===== config.mk =====
export PLATFORM = sky130hd
export DESIGN_NAME = elevator_top
export DESIGN_NICKNAME = d
export VERILOG_FILES = /design/src/hw/elevator_pkg.sv /design/src/hw/call_register.sv /design/src/hw/dispatch_logic.sv /design/src/hw/car_controller.sv /design/src/hw/door_controller.sv /design/src/hw/elevator_top.sv
export SDC_FILE = /design/constraint.sdc
export NUM_CORES = 1
export LEC_CHECK = 0
export BUFFER_PORTS_ARGS = -buffer_cell sky130_fd_sc_hd__buf_2
export CAP_MARGIN = 20
export CORE_MARGIN = 8
export CORE_UTILIZATION = 40
export DETAILED_ROUTE_END_ITERATION = 7
export GPL_TIMING_DRIVEN = 1
export PLACE_DENSITY_LB_ADDON = 0.12
export SETUP_SLACK_MARGIN = 0.02
export SLEW_MARGIN = 5
export SYNTH_ARGS = -nofsm -noshare
export SYNTH_HDL_FRONTEND = slang
export SYNTH_HIERARCHICAL = 1
export SYNTH_SLANG_ARGS = --single-unit

===== constraint.sdc =====
create_clock -name clock -period 3.2 [get_ports clock]
set_input_delay 0.32 -clock clock [delete_from_list [all_inputs] [get_ports clock]]
set_output_delay 0.32 -clock clock [all_outputs]
set_load 0.01 [all_outputs]

===== src/hw/elevator_pkg.sv =====
`default_nettype none

package elevator_pkg;

	// building size
	localparam int num_floors = 8;
	localparam int floor_w = $clog2(num_floors);

	typedef logic [floor_w-1:0] floor_t; // landing number, 0 is the ground floor

	typedef logic [num_floors-1:0] call_vec_t; // one bit per landing

	// shaft motor command
	typedef enum logic [1:0] {
		engine_idle = 2'd0,
		engine_down = 2'd1,
		engine_up   = 2'd2
	} engine_e;

	// door drive command
	typedef enum logic [1:0] {
		door_hold  = 2'd0,
		door_open  = 2'd1,
		door_close = 2'd2
	} door_cmd_e;

	// door position as reported by the end switches
	typedef enum logic [1:0] {
		door_between = 2'd0,
		door_opened  = 2'd1,
		door_closed  = 2'd2
	} door_sense_e;

endpackage

`default_nettype wire


===== src/hw/call_register.sv =====
`timescale 1ns/1ps
`default_nettype none

module call_register (
	input  wire                     clock,
	input  wire                     reset,
	input  wire elevator_pkg::call_vec_t i_btn_cab,
	input  wire elevator_pkg::call_vec_t i_btn_hall_up,
	input  wire elevator_pkg::call_vec_t i_btn_hall_down,
	input  wire                     i_clear_en,
	input  wire elevator_pkg::floor_t    i_clear_floor,
	output elevator_pkg::call_vec_t      o_cab,
	output elevator_pkg::call_vec_t      o_hall_up,
	output elevator_pkg::call_vec_t      o_hall_down
);

	// no up button on the top landing, no down button on the ground floor
	localparam elevator_pkg::call_vec_t up_mask =
		~(elevator_pkg::call_vec_t'(1) << (elevator_pkg::num_floors - 1));
	localparam elevator_pkg::call_vec_t down_mask = ~elevator_pkg::call_vec_t'(1);

	elevator_pkg::call_vec_t clear_mask;

	always_comb begin
		clear_mask = '0;
		if (i_clear_en) begin
			clear_mask = elevator_pkg::call_vec_t'(1) << i_clear_floor; // served landing
		end
	end

	// set on press, clear on service, clear wins
	always_ff @(posedge clock or negedge reset) begin
		if (!reset) begin
			o_cab       <= '0;
			o_hall_up   <= '0;
			o_hall_down <= '0;
		end else begin
			o_cab       <= (o_cab | i_btn_cab) & ~clear_mask;
			o_hall_up   <= (o_hall_up | i_btn_hall_up) & up_mask & ~clear_mask;
			o_hall_down <= (o_hall_down | i_btn_hall_down) & down_mask & ~clear_mask;
		end
	end

	// impossible hall calls must never be latched
	a_hall_edges : assert property (
		@(posedge clock) disable iff (!reset)
		!o_hall_up[elevator_pkg::num_floors-1] && !o_hall_down[0]
	) else $error("hall call latched at an end landing");

endmodule

`default_nettype wire


===== src/hw/dispatch_logic.sv =====
`timescale 1ns/1ps
`default_nettype none

module dispatch_logic (
	input  wire elevator_pkg::call_vec_t i_cab,
	input  wire elevator_pkg::call_vec_t i_hall_up,
	input  wire elevator_pkg::call_vec_t i_hall_down,
	input  wire elevator_pkg::floor_t    i_floor,
	output logic                         o_call_here,
	output logic                         o_call_above,
	output logic                         o_call_below
);

	elevator_pkg::call_vec_t merged; // any kind of call per landing

	assign merged = i_cab | i_hall_up | i_hall_down;

	// the car stops for any call, so direction of a hall call does not matter
	assign o_call_here = merged[i_floor];

	always_comb begin
		o_call_above = 1'b0;
		o_call_below = 1'b0;
		for (int i = 0; i < elevator_pkg::num_floors; i++) begin
			if (i > int'(i_floor)) begin
				o_call_above = o_call_above | merged[i];
			end
			if (i < int'(i_floor)) begin
				o_call_below = o_call_below | merged[i];
			end
		end
	end

endmodule

`default_nettype wire


===== src/hw/car_controller.sv =====
`timescale 1ns/1ps
`default_nettype none

module car_controller (
	input  wire                      clock,
	input  wire                      reset,
	input  wire                      i_call_here,
	input  wire                      i_call_above,
	input  wire                      i_call_below,
	input  wire                      i_floor_reached,
	input  wire                      i_door_ack,
	output elevator_pkg::engine_e    o_engine,
	output logic                     o_direction, // 1 is up
	output elevator_pkg::floor_t     o_floor,
	output logic                     o_clear_en,
	output logic                     o_door_req
);

	localparam elevator_pkg::floor_t top_floor =
		elevator_pkg::floor_t'(elevator_pkg::num_floors - 1);

	typedef enum logic [1:0] {
		st_rest,
		st_moving,
		st_serving
	} state_e;

	state_e state;
	logic   arrived;     // floor stepped on the last edge
	logic   calls_ahead;
	logic   calls_behind;
	logic   stop_now;

	assign calls_ahead  = o_direction ? i_call_above : i_call_below;
	assign calls_behind = o_direction ? i_call_below : i_call_above;
	assign stop_now     = arrived && (i_call_here || !calls_ahead);

	// motor cut right after the step edge when the new landing is a stop
	always_comb begin
		o_engine = elevator_pkg::engine_idle;
		if (state == st_moving && !stop_now) begin
			o_engine = o_direction ? elevator_pkg::engine_up : elevator_pkg::engine_down;
		end
	end

	always_ff @(posedge clock or negedge reset) begin
		if (!reset) begin
			state       <= st_rest;
			o_direction <= 1'b1;
			o_floor     <= '0;
			arrived     <= 1'b0;
			o_clear_en  <= 1'b0;
			o_door_req  <= 1'b0;
		end else begin
			o_clear_en <= 1'b0;
			arrived    <= 1'b0;
			case (state)
				st_rest: begin
					if (i_call_here) begin
						state      <= st_serving;
						o_door_req <= 1'b1;
						o_clear_en <= 1'b1;
					end else if (calls_ahead) begin
						state <= st_moving;
					end else if (calls_behind) begin
						state       <= st_moving;
						o_direction <= !o_direction; // reverse
					end
				end
				st_moving: begin
					if (arrived && i_call_here) begin
						state      <= st_serving;
						o_door_req <= 1'b1;
						o_clear_en <= 1'b1;
					end else if (stop_now) begin
						state <= st_rest; // nothing left ahead
					end else if (i_floor_reached) begin
						if (o_direction && o_floor != top_floor) begin
							o_floor <= o_floor + 1'b1;
						end else if (!o_direction && o_floor != '0) begin
							o_floor <= o_floor - 1'b1;
						end
						arrived <= 1'b1;
					end
				end
				st_serving: begin
					if (o_door_req && i_door_ack) begin
						o_door_req <= 1'b0;
					end else if (!o_door_req && !i_door_ack) begin
						state <= st_rest; // handshake complete
					end
				end
				default: state <= st_rest;
			endcase
		end
	end

	a_engine_door : assert property (
		@(posedge clock) disable iff (!reset)
		(o_door_req || i_door_ack) |-> (o_engine == elevator_pkg::engine_idle)
	) else $error("engine running during door cycle");

	// motor never pushes the car past an end landing
	a_floor_range : assert property (
		@(posedge clock) disable iff (!reset)
		!((o_engine == elevator_pkg::engine_up) && (o_floor == top_floor)) &&
		!((o_engine == elevator_pkg::engine_down) && (o_floor == '0))
	) else $error("car driven past the end of the shaft");

endmodule

`default_nettype wire


===== src/hw/door_controller.sv =====
`timescale 1ns/1ps
`default_nettype none

module door_controller #(
	parameter int dwell_cycles = 8
) (
	input  wire                            clock,
	input  wire                            reset,
	input  wire                            i_door_req,
	input  wire elevator_pkg::door_sense_e i_door_sense,
	input  wire                            i_sensor_inside,
	input  wire                            i_overload,
	output elevator_pkg::door_cmd_e        o_door,
	output logic                           o_door_ack
);

	localparam int cnt_w = (dwell_cycles > 1) ? $clog2(dwell_cycles) : 1;
	localparam logic [cnt_w-1:0] dwell_last = cnt_w'(dwell_cycles - 1);

	typedef enum logic [2:0] {
		st_idle,
		st_opening,
		st_dwell,
		st_closing,
		st_done
	} state_e;

	state_e           state;
	logic [cnt_w-1:0] dwell_cnt;

	always_ff @(posedge clock or negedge reset) begin
		if (!reset) begin
			state     <= st_idle;
			dwell_cnt <= '0;
		end else begin
			case (state)
				st_idle: begin
					if (i_door_req) begin
						state <= st_opening;
					end
				end
				st_opening: begin
					if (i_door_sense == elevator_pkg::door_opened) begin
						state     <= st_dwell;
						dwell_cnt <= '0; // dwell restarts after every reopen
					end
				end
				st_dwell: begin
					if (dwell_cnt == dwell_last) begin
						state <= st_closing;
					end else begin
						dwell_cnt <= dwell_cnt + 1'b1;
					end
				end
				st_closing: begin
					if (i_sensor_inside || i_overload) begin
						state <= st_opening; // obstruction, reopen
					end else if (i_door_sense == elevator_pkg::door_closed) begin
						state <= st_done;
					end
				end
				st_done: begin
					if (!i_door_req) begin
						state <= st_idle;
					end
				end
				default: state <= st_idle;
			endcase
		end
	end

	always_comb begin
		o_door = elevator_pkg::door_hold;
		case (state)
			st_opening: o_door = elevator_pkg::door_open;
			st_closing: o_door = elevator_pkg::door_close;
			default:    o_door = elevator_pkg::door_hold;
		endcase
	end

	assign o_door_ack = (state == st_done);

	a_ack_closed : assert property (
		@(posedge clock) disable iff (!reset)
		o_door_ack |-> (i_door_sense == elevator_pkg::door_closed)
	) else $error("door ack while door not closed");

endmodule

`default_nettype wire


===== src/hw/elevator_top.sv =====
`timescale 1ns/1ps
`default_nettype none

module elevator_top #(
	parameter int dwell_cycles = 8
) (
	input  wire                            clock,
	input  wire                            reset,
	input  wire elevator_pkg::call_vec_t   i_btn_cab,
	input  wire elevator_pkg::call_vec_t   i_btn_hall_up,
	input  wire elevator_pkg::call_vec_t   i_btn_hall_down,
	input  wire                            i_floor_reached,
	input  wire elevator_pkg::door_sense_e i_door_sense,
	input  wire                            i_sensor_inside,
	input  wire                            i_overload,
	output elevator_pkg::engine_e          o_engine,
	output elevator_pkg::door_cmd_e        o_door,
	output logic                           o_direction,
	output elevator_pkg::floor_t           o_level_display
);

	elevator_pkg::call_vec_t cab_calls;
	elevator_pkg::call_vec_t up_calls;
	elevator_pkg::call_vec_t down_calls;
	elevator_pkg::floor_t    car_floor;
	logic                    call_here;
	logic                    call_above;
	logic                    call_below;
	logic                    clear_en;
	logic                    door_req;
	logic                    door_ack;

	assign o_level_display = car_floor;

	call_register u_call_register (
		.clock           (clock),
		.reset           (reset),
		.i_btn_cab       (i_btn_cab),
		.i_btn_hall_up   (i_btn_hall_up),
		.i_btn_hall_down (i_btn_hall_down),
		.i_clear_en      (clear_en),
		.i_clear_floor   (car_floor),
		.o_cab           (cab_calls),
		.o_hall_up       (up_calls),
		.o_hall_down     (down_calls)
	);

	dispatch_logic u_dispatch_logic (
		.i_cab        (cab_calls),
		.i_hall_up    (up_calls),
		.i_hall_down  (down_calls),
		.i_floor      (car_floor),
		.o_call_here  (call_here),
		.o_call_above (call_above),
		.o_call_below (call_below)
	);

	car_controller u_car_controller (
		.clock           (clock),
		.reset           (reset),
		.i_call_here     (call_here),
		.i_call_above    (call_above),
		.i_call_below    (call_below),
		.i_floor_reached (i_floor_reached),
		.i_door_ack      (door_ack),
		.o_engine        (o_engine),
		.o_direction     (o_direction),
		.o_floor         (car_floor),
		.o_clear_en      (clear_en),
		.o_door_req      (door_req)
	);

	door_controller #(
		.dwell_cycles (dwell_cycles)
	) u_door_controller (
		.clock           (clock),
		.reset           (reset),
		.i_door_req      (door_req),
		.i_door_sense    (i_door_sense),
		.i_sensor_inside (i_sensor_inside),
		.i_overload      (i_overload),
		.o_door          (o_door),
		.o_door_ack      (door_ack)
	);

endmodule

`default_nettype wire


# After elaboration in Yosys (flattened, before gate mapping)
# Cells that the tools add are included.
# word_totals
output_inout_bits	8
word_cells	157
reg_bits	39
# op_classes
mux	53
shifts	1
magnitude_cmp	15
n_eq_ne	23
n_reduce_logical	26
n_addsub	3
bitwise_logic	25
# ops
cell	n
$or A8 B8 Y8	4
$mux W3	10
$mux W1	26
$mux W2	9
$and A8 B8 Y8	2
$pmux W3 S5	1
$gt A3 B3 Y1 const A	4
$or A1 B1 Y1	12
$reduce_and A4 Y1	3
$ne A2 B1 Y1 const B	5
$ne A2 B2 Y1 const B	5
$reduce_and A5 Y1	2
$lt A3 B3 Y1 const A	3
$and A7 B8 Y8	1
$mux W8	1
$not A8 Y8	1
$shl A1 B3 Y8 const A	1
$logic_and A1 B1 Y1	7
$or A7 B7 Y7	1
$add A3 B1 Y3 const B	2
$eq A3 B2 Y1 const B	2
$eq A3 B3 Y1 const B	2
$gt A2 B3 Y1 const A	2
$lt A1 B3 Y1 const A	2
25 further kinds	38

# Depth between registers and ports, before layout
# depth
depth_word	22
depth_mapped	9

# By module
# Netlist, hierarchy kept.
# modules_own_cells
mod	area_per_inst_um2	cells_each	n_inst
call_register	815.8	64	1
car_controller	563.0	58	1
door_controller	390.4	36	1
dispatch_logic	215.2	30	1

# Worst setup path after synthesis
# Ideal clock, no wire load.
# synth_path
path_kind	register -> output
start	reg u_car_controller.o_floor[0]
end	out o_engine[1]
slack_ns	0.861
required_ns	2.880
arrival_time_ns	2.019
path_stages_with_launch	8
path_buffers	0
cell_sequence	dfrtp_1 > inv_1 > o31a_2 > o22ai_1 > mux2i_4 > o21ai_2 > nand3_1 > nor2_1
# synth_via
elab_chain_cells	21
word_cells_on_any_way	49
cone_classes	14 x order compare; 18 x mux; 12 x bitwise; 5 x reduce/logical
# synth_lines
element	line	source
from (decl)	car_controller.sv:14	output elevator_pkg::floor_t o_floor,
from (signal assigned)	car_controller.sv:79	o_floor <= o_floor + 1'b1;
from (signal assigned)	car_controller.sv:81	o_floor <= o_floor - 1'b1;
$lt A1 B3 Y1	dispatch_logic.sv:28	if (i < int'(i_floor)) begin
$mux W1	dispatch_logic.sv:28	
$or A1 B1 Y1	dispatch_logic.sv:29	o_call_below = o_call_below | merged[i];
$mux W1	dispatch_logic.sv:28	
$or A1 B1 Y1	dispatch_logic.sv:29	
$mux W1	dispatch_logic.sv:28	
$or A1 B1 Y1	dispatch_logic.sv:29	
$mux W1	dispatch_logic.sv:28	
[... 6 more ...]	n/a	
via call_below	elevator_top.sv:28	logic call_below;
$mux W1 *	car_controller.sv:34	assign calls_ahead = o_direction ? i_call_above : i_call_below;
$logic_not A1 Y1 *	car_controller.sv:36	assign stop_now = arrived && (i_call_here || !calls_ahead);
$logic_or A1 B1 Y1 *	car_controller.sv:36	
$logic_and A1 B1 Y1 *	car_controller.sv:36	
$logic_not A1 Y1 *	car_controller.sv:41	if (state == st_moving && !stop_now) begin
$logic_and A1 B1 Y1 *	car_controller.sv:41	
$mux W2 *	car_controller.sv:41	
to (decl)	elevator_top.sv:16	output elevator_pkg::engine_e o_engine,
# Mark *: on every way through the listed nets, which the timed path passes. The rest lies on a longest branch. The select of a mux whose other input is x is not followed.

# Final worst setup path
# layout_path
start	reg u_car_controller.o_floor[0]
end	out o_engine[0]
# Same word-level chain as after synthesis.

==> results.sh <==
export IMPL_status="completed"
export IMPL_netSwitchingFraction=0.279
export IMPL_die_h_um=86.4
export IMPL_reg2reg_depth=7
export IMPL_path_max_fanout=15
export IMPL_fin_crit_ns=2.72
export IMPL_synthArstFlopShare=1.00
export IMPL_setup_ws_ns=0.479
export IMPL_drtAntennaViolNets=0
export IMPL_path_clk_slew_ns=0.07
export IMPL_wirelength_mm=4.19
export IMPL_ys_warn_count=6
export IMPL_synthXorXnorAreaFrac=0
export IMPL_synthAdderAreaFrac=0.0227
export IMPL_dr_total_vias=1576
export IMPL_grt_pass1_wl_mm=7.35
export IMPL_pwr_share_clk=0.285
export IMPL_p_leak_nw=0.962
export IMPL_worstSetupStartpoint="u_car_controller/o_floor[0]"
export IMPL_start_util=0.417
export IMPL_die_w_um=86.4
export IMPL_clock_root_buffer="clkbuf_8"
export IMPL_synthTopCellsByArea="dfrtp_1 45%, o21a_1 5.3%, nor2_1 4.5%"
export IMPL_seqPwrFrac=0.514
export IMPL_synth_compound_area_frac=0.185
export IMPL_syn_inst=188
export IMPL_tns_ns=0
export IMPL_synth_top_cell_area_share=0.454
export IMPL_comb_power_share=0.200
export IMPL_fillers=473
export IMPL_post_cts_resized=0
export IMPL_p_sw_mw=0.317
export IMPL_synth_avg_cell_area_um2=10.6
export IMPL_area_growth_pct=16.8
export IMPL_synthSimpleGateAreaFrac=0.224
export IMPL_slew_headroom=0.463
export IMPL_synth_seq_area_share=0.467
export IMPL_worstMarginPinSlew_ns=0.805
export IMPL_hold_class="input port to async pin"
export IMPL_power_density_mw_per_mm2=491
export IMPL_required_ns=2.88
export IMPL_fin_skew_ns=0.0102
export IMPL_slew_viol_final=0
export IMPL_internal_power_mw=0.821
export IMPL_wl_per_cell_um=14.1
export IMPL_cts_tree="done"
export IMPL_fmax_ghz=0.367
export IMPL_dp_hpwl_mm=3.08
export IMPL_path_class="register to output pin"
export IMPL_layout_nets=263
export IMPL_crit_arrival_ns=2.40
export IMPL_place_gp_congestion=0.776
export IMPL_drive_gt1_frac=0.270
export IMPL_synth_common_cells="36 x dfrtp_1, 24 x nor2_1, 14 x o21a_1"
export IMPL_max_cap_viol_count=0
export IMPL_period_share=0.850
export IMPL_dp_slack_ns=0.767
export IMPL_crit_path_start_kind="register"
export IMPL_synth_top_family_by_area="simple AND/OR/NAND/NOR gates"
export IMPL_ios=39
export IMPL_overflow=0
export IMPL_muxShareOfSynthArea=0.0567
export IMPL_netlist_area_mm2=0.00198
export IMPL_core_mm2=0.00475
export IMPL_htreeDepth=2
export IMPL_drt_initial_drc_count=85
export IMPL_drt_first_pass_iters=4
export IMPL_synth_cell_types=54
export IMPL_synth_main_ff_cell="dfrtp_1"
export IMPL_first_global_vias=1636
export IMPL_antenna_found_initial=0
export IMPL_yosysMostFrequentCell="dfrtp_1"
export IMPL_r2r_start="u_car_controller/o_floor[0]"
export IMPL_drc_errors=0
export IMPL_hold_buffers=0
export IMPL_numCtsBuffers=5
export IMPL_grt_max_degree=38
export IMPL_num_rows=25
export IMPL_antenna_diode_count=0
export IMPL_worstSetupEndpointType="output pin"
export IMPL_rsz0062_at_grt="no"
export IMPL_finalSetupViolCount=0
export IMPL_clock_latency_ns=0.28
export IMPL_cts_setup_buffers=0
export IMPL_port_buffers=36
export IMPL_grtUsageTotal=0.123
export IMPL_cts_buffer_depth=2
export IMPL_hold_violations=0
export IMPL_synth_edf_count=0
export IMPL_ys_seq_elements=37
export IMPL_die_area_mm2=0.00747
export IMPL_holdWs_ns=0.121
export IMPL_via_per_inst=5.31
export IMPL_clock_sinks=37
export IMPL_yosysTopAreaCell="dfrtp_1"
export IMPL_vdd_ir_drop_max_uv=297
==> metrics by stage <==
stage	instances	power, mW	util	instance area [µm²]
2_1_floorplan	189	0.763	-	1990
3_3_place_gp	289	0.823	0.469	2230
3_5_place_dp	289	0.826	0.469	2230
4_1_cts	297	1.16	0.488	2320
5_1_grt	297	1.22	0.488	2320
6_report	297	1.14	0.488	2320
==> power groups by stage <==
stage	registers, mW	clock network, mW	logic, mW
floorplan	0.560	0	0.203
global placement	0.593	0	0.230
detailed placement	0.595	0	0.230
CTS	0.587	0.340	0.232
global route	0.596	0.360	0.262
finish	0.585	0.324	0.228
==> state kept, by name, summed over array words and instances (netlist names) <==
register / count
u_car_controller/o_clear_en: 1
u_call_register/o_cab: 8
u_call_register/o_hall_up: 7
u_door_controller/dwell_cnt: 3
u_car_controller/o_door_req: 1
u_call_register/o_hall_down: 7
u_car_controller/o_direction: 1
u_door_controller/state: 3
u_car_controller/arrived: 1
u_car_controller/state: 2
u_car_controller/o_floor: 3
==> routing by layer <==
layer	wire length, µm	part of all wire	vias to the layer above	global-route usage
li1	-	-	770	-
met2	2010	0.48	36	0.212
met3	233	0.056	5	0.0359
met5	0	0	-	0
met1	1910	0.46	765	0.141
met4	35	0.0084	0	0.0423
==> cells in the final DEF (no fill, tap or decap), types with 2 or more instances in the layout <==
cell type and instances:
nand4b_1 4, o21ai_0 5, and4bb_1 4, o21a_1 14, dfrtp_1 36, inv_1 9, a21oi_1 4, conb_1 2
buf_4 3, o211ai_1 2, clkbuf_1 2, nor4_1 3, o32a_1 2, nand3_1 4, nand2_1 12, nand2b_1 4
o22ai_1 3, clkbuf_8 6, buf_2 36, nor2_1 24, mux2i_1 3, nand4_1 2, nor3b_1 2, and2_1 2
mux4_2 2, ha_1 2, nor3_1 10, a22o_2 2
==> worst max-delay path, stage by stage (launching register included) <==
cell and delay, ns:
dfrtp_1 0.64, inv_1 0.17, o31a_2 0.37, o22ai_1 0.32
mux2i_4 0.15, o21ai_2 0.15, nand4_1 0.14, inv_1 0.07
buf_2 0.12
==> final timing paths <==
path | slack, ns | to
worst max-delay path | 0.48 | o_engine[0]
worst min register to register | 0.48 | u_call_register/o_cab[3]
worst max register to register | 0.85 | u_car_controller/o_floor[1]
worst min-delay path | 0.12 | u_call_register/o_hall_up[1]
max in group asynchronous | 2.57 | u_car_controller/o_floor[2]
min in group clock | 0.25 | u_call_register/o_hall_down[6]
==> cell families after synthesis <==
family / count (synthesis)
flip-flops: 37
buffers and inverters: 16
multiplexers: 7
AO/OA/AOI/OAI: 47
AND/OR/NAND/NOR: 77
other: 1
adder cells (fa/ha/maj): 3
==> final cells by class <==
cell class              instances  area (µm²)  area share
multi-input cells             136         977       0.421
flip-flops and latches         37         927       0.400
repair buffers                 39         203      0.0874
clock buffers                   8        90.1      0.0389
well taps                      67        83.8      0.0362
inverters                      10        37.5      0.0162
Note: power is estimated with default switching activity, not from simulation.
